## config.mk

```make
export PLATFORM = sky130hd
export DESIGN_NAME = classifierTop
export DESIGN_NICKNAME = d
export VERILOG_FILES = /design/src/hdl/networkPkg.sv /design/src/hdl/neuronNode.sv /design/src/hdl/classSelect.sv /design/src/hdl/classifierTop.sv
export VERILOG_INCLUDE_DIRS = /design/src /design/src/hdl
export SDC_FILE = /design/constraint.sdc
export NUM_CORES = 2
export LEC_CHECK = 0
export CORE_AREA = 2 2 301 303
export DETAILED_ROUTE_END_ITERATION = 16
export DIE_AREA = 0 0 303 305
export DONT_BUFFER_PORTS = 1
export GPL_ROUTABILITY_DRIVEN = 0
export PLACE_DENSITY_LB_ADDON = 0.08
export RECOVER_POWER = 50
export REMOVE_ABC_BUFFERS = 1
export SKIP_CTS_REPAIR_TIMING = 1
export SYNTH_ARGS = -nofsm -noshare
export SYNTH_HDL_FRONTEND = slang
export SYNTH_SLANG_ARGS = --single-unit
```

## constraint.sdc

```tcl
create_clock -name clk -period 16.75 [get_ports clk]
set_input_delay 0.8375 -clock clk [delete_from_list [all_inputs] [get_ports clk]]
set_output_delay 0.8375 -clock clk [all_outputs]
set_load 0.005 [all_outputs]
```

## src/hdl/network_macros.svh

```systemverilog
`ifndef NETWORK_MACROS_SVH
`define NETWORK_MACROS_SVH

`default_nettype none

// Layer sizes of the classifier.
`define FEATURE_COUNT 5
`define HIDDEN_COUNT 5
`define CLASS_COUNT 4

// Activations and weights are fixed point with 6 fraction bits.
`define ACT_WIDTH 8
`define WEIGHT_WIDTH 8

// Biases sit at the scale of a product, so they carry 12 fraction bits.
`define BIAS_WIDTH 16
`define PRODUCT_WIDTH 16
`define ACC_WIDTH 23

// Lowest accumulator bit that survives into an activation.
`define FRAC_SHIFT 6
`define ACT_MAX 127

// Weight tables are node-major. Each line is one node, listed from the highest node down,
// and within a line the inputs run from the highest down to input 0.
// The rightmost entry is therefore node 0, input 0, which lands in bits 7 to 0.
`define HIDDEN_WEIGHTS { \
	8'sd26, 8'sd18, 8'sd12, -8'sd35, -8'sd7, \
	-8'sd27, 8'sd22, -8'sd16, 8'sd3, 8'sd40, \
	8'sd14, -8'sd9, 8'sd30, 8'sd25, -8'sd18, \
	-8'sd5, 8'sd33, 8'sd7, -8'sd12, 8'sd20, \
	8'sd31, -8'sd31, -8'sd23, 8'sd15, 8'sd9 \
}

`define HIDDEN_BIASES { \
	16'sd768, -16'sd256, 16'sd0, 16'sd512, -16'sd1024 \
}

`define OUTPUT_WEIGHTS { \
	8'sd27, 8'sd11, 8'sd20, 8'sd9, -8'sd25, \
	8'sd5, -8'sd18, 8'sd30, 8'sd14, 8'sd22, \
	8'sd16, 8'sd24, -8'sd6, 8'sd28, -8'sd12, \
	-8'sd8, 8'sd10, 8'sd15, -8'sd20, 8'sd30 \
}

`define OUTPUT_BIASES { \
	-16'sd128, 16'sd128, -16'sd512, 16'sd256 \
}

`default_nettype wire

`endif

```

## src/hdl/networkPkg.sv

```systemverilog
`include "network_macros.svh"

`default_nettype none

package networkPkg;

	// Value passed between layers and fed in as a feature.
	typedef logic signed [`ACT_WIDTH-1:0] activation;

	// Coefficient applied to one node input.
	typedef logic signed [`WEIGHT_WIDTH-1:0] weight;

	// Offset added to a node sum, already at the scale of a product.
	typedef logic signed [`BIAS_WIDTH-1:0] bias;

	// One activation times one weight, 12 fraction bits.
	typedef logic signed [`PRODUCT_WIDTH-1:0] product;

	// Sum of all products and the bias of a node.
	// Seven guard bits keep it from overflowing for any input count used here.
	typedef logic signed [`ACC_WIDTH-1:0] accumulator;

	// Number of an output class.
	typedef logic [$clog2(`CLASS_COUNT)-1:0] classIndex;

endpackage

`default_nettype wire

```

## src/hdl/neuronNode.sv

```systemverilog
`include "network_macros.svh"

`timescale 1ns/1ps
`default_nettype none

module neuronNode
	import networkPkg::*;
#(
	parameter int INPUTS = `FEATURE_COUNT,
	parameter logic [INPUTS*`WEIGHT_WIDTH-1:0] WEIGHTS = '0,
	parameter bias BIAS = '0
)
(
	input wire logic clk,
	input wire logic reset,
	input wire activation [INPUTS-1:0] inputs,
	output activation result
);

	// Accumulator bits that must all be clear for the result to fit.
	localparam int OVF_HI = `ACC_WIDTH - 2;
	localparam int OVF_LO = `FRAC_SHIFT + `ACT_WIDTH - 1;

	activation [INPUTS-1:0] inputsReg; // First pipeline stage.
	product products [INPUTS];
	accumulator sumNext;
	accumulator sum; // Second pipeline stage.
	activation activationNext;
	logic negative;
	logic overflow;
	logic roundUp;

	// One multiplier per input, each with its own constant weight.
	for (genvar i = 0; i < INPUTS; i++)
	begin : gProduct
		localparam weight W = WEIGHTS[i*`WEIGHT_WIDTH +: `WEIGHT_WIDTH];

		assign products[i] = inputsReg[i] * W;
	end

	// The casts sign-extend every term to the full accumulator width.
	always_comb
	begin
		sumNext = accumulator'(BIAS);
		for (int i = 0; i < INPUTS; i++)
		begin
			sumNext = sumNext + accumulator'(products[i]);
		end
	end

	assign negative = sum[`ACC_WIDTH-1];
	assign overflow = (sum[OVF_HI:OVF_LO] != '0);
	assign roundUp = sum[`FRAC_SHIFT-1]; // Half an output step.

	// Rectify, saturate, then round to nearest.
	// A rounded 127 wraps to 8'h80, matching the original node behaviour.
	always_comb
	begin
		if (negative)
		begin
			activationNext = '0;
		end
		else if (overflow)
		begin
			activationNext = activation'(`ACT_MAX);
		end
		else
		begin
			activationNext = sum[`FRAC_SHIFT +: `ACT_WIDTH] + `ACT_WIDTH'(roundUp);
		end
	end

	always_ff @(posedge clk)
	begin
		if (reset)
		begin
			inputsReg <= '0;
			sum <= '0;
			result <= '0;
		end
		else
		begin
			inputsReg <= inputs;
			sum <= sumNext;
			result <= activationNext; // Third stage, three cycles after the inputs.
		end
	end

endmodule

`default_nettype wire

```

## src/hdl/classSelect.sv

```systemverilog
`include "network_macros.svh"

`timescale 1ns/1ps
`default_nettype none

module classSelect
	import networkPkg::*;
(
	input wire logic clk,
	input wire logic reset,
	input wire activation [`CLASS_COUNT-1:0] scores,
	output classIndex bestClass,
	output activation bestScore
);

	classIndex maxIndex;
	activation maxScore;

	// Linear scan over the scores.
	// The comparison is strict, so on a tie the lowest index is kept.
	always_comb
	begin
		maxIndex = '0;
		maxScore = activation'(scores[0]);
		for (int i = 1; i < `CLASS_COUNT; i++)
		begin
			if (activation'(scores[i]) > maxScore)
			begin
				maxIndex = classIndex'(i);
				maxScore = activation'(scores[i]);
			end
		end
	end

	always_ff @(posedge clk)
	begin
		if (reset)
		begin
			bestClass <= '0;
			bestScore <= '0;
		end
		else
		begin
			bestClass <= maxIndex;
			bestScore <= maxScore; // Signed, so a wrapped 8'h80 never wins.
		end
	end

endmodule

`default_nettype wire

```

## src/hdl/classifierTop.sv

```systemverilog
`include "network_macros.svh"

`timescale 1ns/1ps
`default_nettype none

module classifierTop
	import networkPkg::*;
(
	input wire logic clk,
	input wire logic reset,
	input wire activation feature0,
	input wire activation feature1,
	input wire activation feature2,
	input wire activation feature3,
	input wire activation feature4,
	output activation score0,
	output activation score1,
	output activation score2,
	output activation score3,
	output classIndex bestClass,
	output activation bestScore
);

	// Bits of weights belonging to one node of each layer.
	localparam int HIDDEN_SPAN = `FEATURE_COUNT * `WEIGHT_WIDTH;
	localparam int OUTPUT_SPAN = `HIDDEN_COUNT * `WEIGHT_WIDTH;

	localparam logic [`HIDDEN_COUNT*HIDDEN_SPAN-1:0] HIDDEN_W = `HIDDEN_WEIGHTS;
	localparam logic [`HIDDEN_COUNT*`BIAS_WIDTH-1:0] HIDDEN_B = `HIDDEN_BIASES;
	localparam logic [`CLASS_COUNT*OUTPUT_SPAN-1:0] OUTPUT_W = `OUTPUT_WEIGHTS;
	localparam logic [`CLASS_COUNT*`BIAS_WIDTH-1:0] OUTPUT_B = `OUTPUT_BIASES;

	activation [`FEATURE_COUNT-1:0] features;
	activation [`HIDDEN_COUNT-1:0] hidden;
	activation [`CLASS_COUNT-1:0] scores;

	assign features = {feature4, feature3, feature2, feature1, feature0};

	// Hidden layer. Every node sees all features.
	for (genvar n = 0; n < `HIDDEN_COUNT; n++)
	begin : gHidden
		neuronNode #(
			.INPUTS(`FEATURE_COUNT),
			.WEIGHTS(HIDDEN_W[n*HIDDEN_SPAN +: HIDDEN_SPAN]),
			.BIAS(bias'(HIDDEN_B[n*`BIAS_WIDTH +: `BIAS_WIDTH]))
		) node (
			.clk(clk),
			.reset(reset),
			.inputs(features),
			.result(hidden[n])
		);
	end

	// Output layer, three cycles behind the hidden layer.
	for (genvar n = 0; n < `CLASS_COUNT; n++)
	begin : gOutput
		neuronNode #(
			.INPUTS(`HIDDEN_COUNT),
			.WEIGHTS(OUTPUT_W[n*OUTPUT_SPAN +: OUTPUT_SPAN]),
			.BIAS(bias'(OUTPUT_B[n*`BIAS_WIDTH +: `BIAS_WIDTH]))
		) node (
			.clk(clk),
			.reset(reset),
			.inputs(hidden),
			.result(scores[n])
		);
	end

	assign score0 = scores[0];
	assign score1 = scores[1];
	assign score2 = scores[2];
	assign score3 = scores[3];

	// One more register stage picks the winner.
	classSelect selector (
		.clk(clk),
		.reset(reset),
		.scores(scores),
		.bestClass(bestClass),
		.bestScore(bestScore)
	);

endmodule

`default_nettype wire

```

* After elaboration in Yosys (flattened, before gate mapping) *
Cells that the tools add are included.
W data, S select, Z words.

operators by class
  add/subtract/negate cells = 55
  multipliers = 42
  order comparisons = 3
  mux-type cells = 15
  reductions and logical operators = 27

operators by type and width
  operator                count
  $add A23 B14 Y23        9
  $mul A8 B5 Y13 const B  15
  $mul A8 B4 Y12 const B  12
  $mul A8 B6 Y14 const B  7
  $reduce_bool A9 Y1      9
  $add A8 B1 Y8           9
  $add A23 B12 Y23        3
  $add A23 B13 Y23        3
  $mul A8 B3 Y11 const B  6
  $mux W7                 9
  $add A16 B13 Y17        3
  $add A15 B13 Y16        3
  $add A15 B14 Y16        3
  $add A23 B16 Y23        2
  $add A16 B14 Y17        2
  $add A14 B14 Y15        2
  $mul A8 B7 Y15 const B  2
  $reduce_or A3 Y1        9
  $gt A8 B8 Y1            3
  $mux W8                 3
  $add A23 B15 Y23        1
  $reduce_or A2 Y1        9
  $add A16 B11 Y17        1
  $add A16 B12 Y17        1
  other kinds (15)        16

storage, ports and cells
  register bits after elaboration = 369
  input port bits = 42
  output and inout port bits = 42

* Longest topological paths before layout *
  depth after elaboration = 6
  depth in mapped cells = 39

* By module *
A second synthesis with hierarchy kept.

second synthesis, totals
  cells, all modules = 6,603
  area, all modules = 62,982.9 um^2

by module, submodules not included
  module                        instances  cells each  area an instance (um^2)  sequential area each (um^2)
  neuronNode (gHidden[2].node)  1          823         7,541.0                  1,221.2
  neuronNode (gOutput[2].node)  1          814         7,397.1                  1,241.2
  neuronNode (gHidden[4].node)  1          782         7,385.8                  1,241.2
  neuronNode (gHidden[0].node)  1          716         7,314.5                  1,221.2
  neuronNode (gOutput[3].node)  1          707         7,120.6                  1,241.2
  neuronNode (gOutput[0].node)  1          702         6,779.0                  1,241.2
  neuronNode (gHidden[1].node)  1          687         6,516.2                  1,241.2
  neuronNode (gHidden[3].node)  1          649         6,223.5                  1,261.2
  neuronNode (gOutput[1].node)  1          557         5,311.3                  1,221.2
  classSelect                   1          166         1,393.8                  200.2

* Worst setup path after synthesis *
Ideal clock, no wire load.

  path kind = reg2reg
  start = register, netlist name gHidden[4].node.inputsReg[15]
  end = register gHidden[0].node.sum[17]
  library setup time = 128 ps
  data arrival time = 8,436 ps
  data required time = 16,622 ps
  slack = 8,187 ps
  stages on the path, launching flop included = 29
  period minus slack after synthesis = 8,563 ps
  path through = dfxtp_1 -> ha_1 -> inv_1 -> fa_1 -> fa_1 -> inv_1 -> fa_1 -> fa_1 -> inv_1 -> fa_1 -> inv_1 -> ha_1 -> a21o_1 -> xor2_1 -> fa_1 -> fa_1 -> fa_1 -> fa_1 -> ha_1 -> ha_1 -> nor3_1 -> o2111ai_1 -> a2111oi_0 -> a211oi_1 -> nor2b_1 -> o21ai_0 -> nor2b_1 -> xnor2_1 -> nor2_1

RTL lines
  what                  RTL line          text
  end signal, assigned  neuronNode.sv:84  sum <= sumNext;
  end, declared         neuronNode.sv:27  accumulator sum;

==> run_results.csv <==
group,metric,value,unit
setup_path,crit_fanout,10,
global_routing,grt_pass1_vias,37800,
drt,wl_per_cell,18.8,um
sta,finalClockSkew,0.0459,ns
floorplan,core_area,0.0893,mm^2
clocking,clk_pin_slew,0.07,ns
floorplan,die_y,305,um
drt,dr.first_iter.drc_count,1533,
floorplan,die_w,303,um
clocking,tritoncts,"yes",
setup_path,path_class,"register to register",
global_routing,grt_max_degree,265,
layout,multi_input_comb_area,0.0408,mm^2
sta,slew_headroom,0.181,
synthesis,syn-cell-area,0.0530,mm^2
drt,drc,0,
drt,via_count,36500,
setup_path,worstSetupEndpointType,"register",
clocking,clk_path_buf_depth,3,
layout,diodes,0,
synthesis,syn_avg_cell_area,9.30,um^2
global_routing,grt_pass1_wl,206000,um
sta,hold_viol,0,
setup_path,slowest_delay,0.74,ns
sta,worst_slew_pin_slew,1.22,ns
drt,vias_per_cell,5.27,
layout,most-common-layout-cells,"inv_1 (1461), ha_1 (1094), fa_1 (700), dfxtp_1 (323), xnor2_1 (301)",
drt,ant_nets,0,
sta,finalCritPeriodShare,0.556,
synthesis,async_reset_ff_frac,0,
global_routing,antenna_found_initial,1,
drt,first_pass_iters,5,
clocking,clock-sinks,324,
layout,area_delta_synth_final,5.41,%
floorplan,die_area,0.0924,mm^2
clocking,root_buffer,"clkbuf_16",
layout,n_fill_cell,7763,
synthesis,postSynthCellCount,5697,
setup_path,arrival,9.77,ns
min_path,hold_path_class,"input port to register",
layout,layout_commonest_cell,"inv_1",
placement,port_buffers,0,
layout,fin_nets,7550,
synthesis,ys_warn_count,0,
synthesis,synth_cell_types,75,
sta,setup_violations,0,
setup_path,crit_slowest_cell,"dfxtp_1",
sta,period_minus_slack,9.30,ns
floorplan,ios,84,
sta,fmax,107,MHz
synthesis,yosys_most_used_dff,"dfxtp_1",
sta,fin_tns_setup,0,ns
setup_path,cp-start-kind,"register",
synthesis,ys_ff_latch,324,
synthesis,synth-seq-area-share,0.122,
run,cap_violations,0,
clocking,clk_latency,0.63,ns
global_routing,grt.overflow.total,0,
sta,maxSlewViolCount,0,
run_status,status,"finished clean",
floorplan,rows,110,
clocking,htree_levels,2,
synthesis,synth_edf_count,0,
placement,dp_hpwl,112000,um
layout,register_area,0.00649,mm^2
global_routing,grt_usage,0.291,
drt,wl,130000,um
setup_path,cp.required,17.22,ns
setup_path,crit_top_cell,"fa_1",
floorplan,start_util,0.593,
layout,drive_gt1_frac,0.0266,
sta,rsz0062_at_grt,"false",
clocking,cts_buffers,39,
[cells by family (layout without fill, tap and decap cells)]
| family | Yosys count | count (layout) | share of synthesized area |
|---|---|---|---|
| buffers and inverters | 1517 | 1565 | 0.107 |
| AOI/OAI and AO/OA | 734 | 734 | 0.0871 |
| muxes | 21 | 21 | 0.00409 |
| DFF | 324 | 324 | 0.122 |
| and+or+nand+nor | 848 | 848 | 0.0802 |
| xor gates and xnor gates | 459 | 459 | 0.0759 |
| adders and majority gates | 1794 | 1794 | 0.523 |
[sequential cells by signal (all words and copies together) (netlist names)]
name	flops
gHidden.node.inputsReg	40
gHidden.node.result	40
gHidden.node.sum	90
gOutput.node.inputsReg	40
gOutput.node.result	32
gOutput.node.sum	72
selector.bestClass	2
selector.bestScore	8
[path summary, 6_finish.rpt]
kind	cells after the start	startpoint	endpoint	slack, ns
worst max register to register	30	gHidden[4].node.inputsReg[16]	gHidden[0].node.sum[17]	7.45
worst max-delay path	30	gHidden[4].node.inputsReg[16]	gHidden[0].node.sum[17]	7.45
worst min-delay path	1	reset	gHidden[4].node.inputsReg[38]	0.29
worst min register to register	1	gHidden[3].node.result[0]	gOutput[3].node.inputsReg[24]	0.43
[final cells by class]
cell class,count,share of cell area
Sequential cell,324,0.116
Multi-Input combinational cell,3856,0.731
Inverter,1464,0.0984
Tap cell,1176,0.0263
Timing Repair Buffer,29,0.00370
Clock buffer,49,0.0192
Clock inverter,23,0.00556
[critical path, delay by kind of cell (launching register included)]
kind,cells,cell delay [ns]
adder cells (fa/ha/maj),13,5.89
AND/OR/NAND/NOR,5,0.94
AO/OA/AOI/OAI,4,0.85
flip-flops,1,0.74
buffers and inverters,6,0.44
XOR/XNOR,2,0.28
[metrics by stage]
step	utilization	hold slack, ns	cells	instance area [um^2]	worst slack, ns
after floorplan	-	0.414	5644	52800	8.00
after global placement	0.610	0.417	6849	54500	7.43
after detailed placement	0.610	0.423	6849	54500	7.39
after CTS	0.625	0.286	6921	55900	7.30
after global routing	0.625	0.282	6921	55800	6.85
final	0.625	0.286	6921	55800	7.45
[cell usage after synthesis (3+ instances only)]
library cell | instances | area [um^2]
xnor2_1 | 301 | 2640
o41ai_1 | 5 | 43.8
a2111oi_0 | 3 | 26.3
and3_1 | 22 | 138
nor4_1 | 21 | 131
dfxtp_1 | 324 | 6490
fa_1 | 700 | 14000
a41oi_1 | 4 | 35.0
nand2_1 | 124 | 465
o21ai_0 | 112 | 561
o211ai_1 | 6 | 45.0
a21oi_1 | 295 | 1480
or3_1 | 15 | 93.8
a21boi_0 | 9 | 67.6
mux2i_1 | 16 | 160
o31a_1 | 4 | 35.0
clkbuf_1 | 53 | 199
a21o_1 | 94 | 706
nand3_1 | 55 | 275
nand4b_1 | 6 | 52.6
o311a_1 | 6 | 60.1
and2_1 | 3 | 18.8
nand3b_1 | 4 | 30.0
nand4_1 | 19 | 119
o21bai_1 | 63 | 473
nand2b_1 | 36 | 225
nor2_1 | 269 | 1010
ha_1 | 1094 | 13700
xor2_1 | 158 | 1380
nor3b_1 | 15 | 113
a211o_1 | 11 | 96.3
a21oi_2 | 6 | 52.6
nor2b_1 | 148 | 926
a31oi_1 | 28 | 175
or2_2 | 26 | 163
inv_1 | 1461 | 5480
mux2_2 | 5 | 56.3
o21a_1 | 44 | 330
o31ai_1 | 5 | 37.5
a211oi_1 | 7 | 52.6
nor3_1 | 71 | 355
[layer usage]
layer	wire length (um)	global-route usage
met1	51000	0.336
met3	4590	0.0326
met5	0	0
met4	8850	0.166
met2	65500	0.518
Power is not shown: default switching activity piles up to over one toggle a cycle in this logic, so the estimate is an artifact.
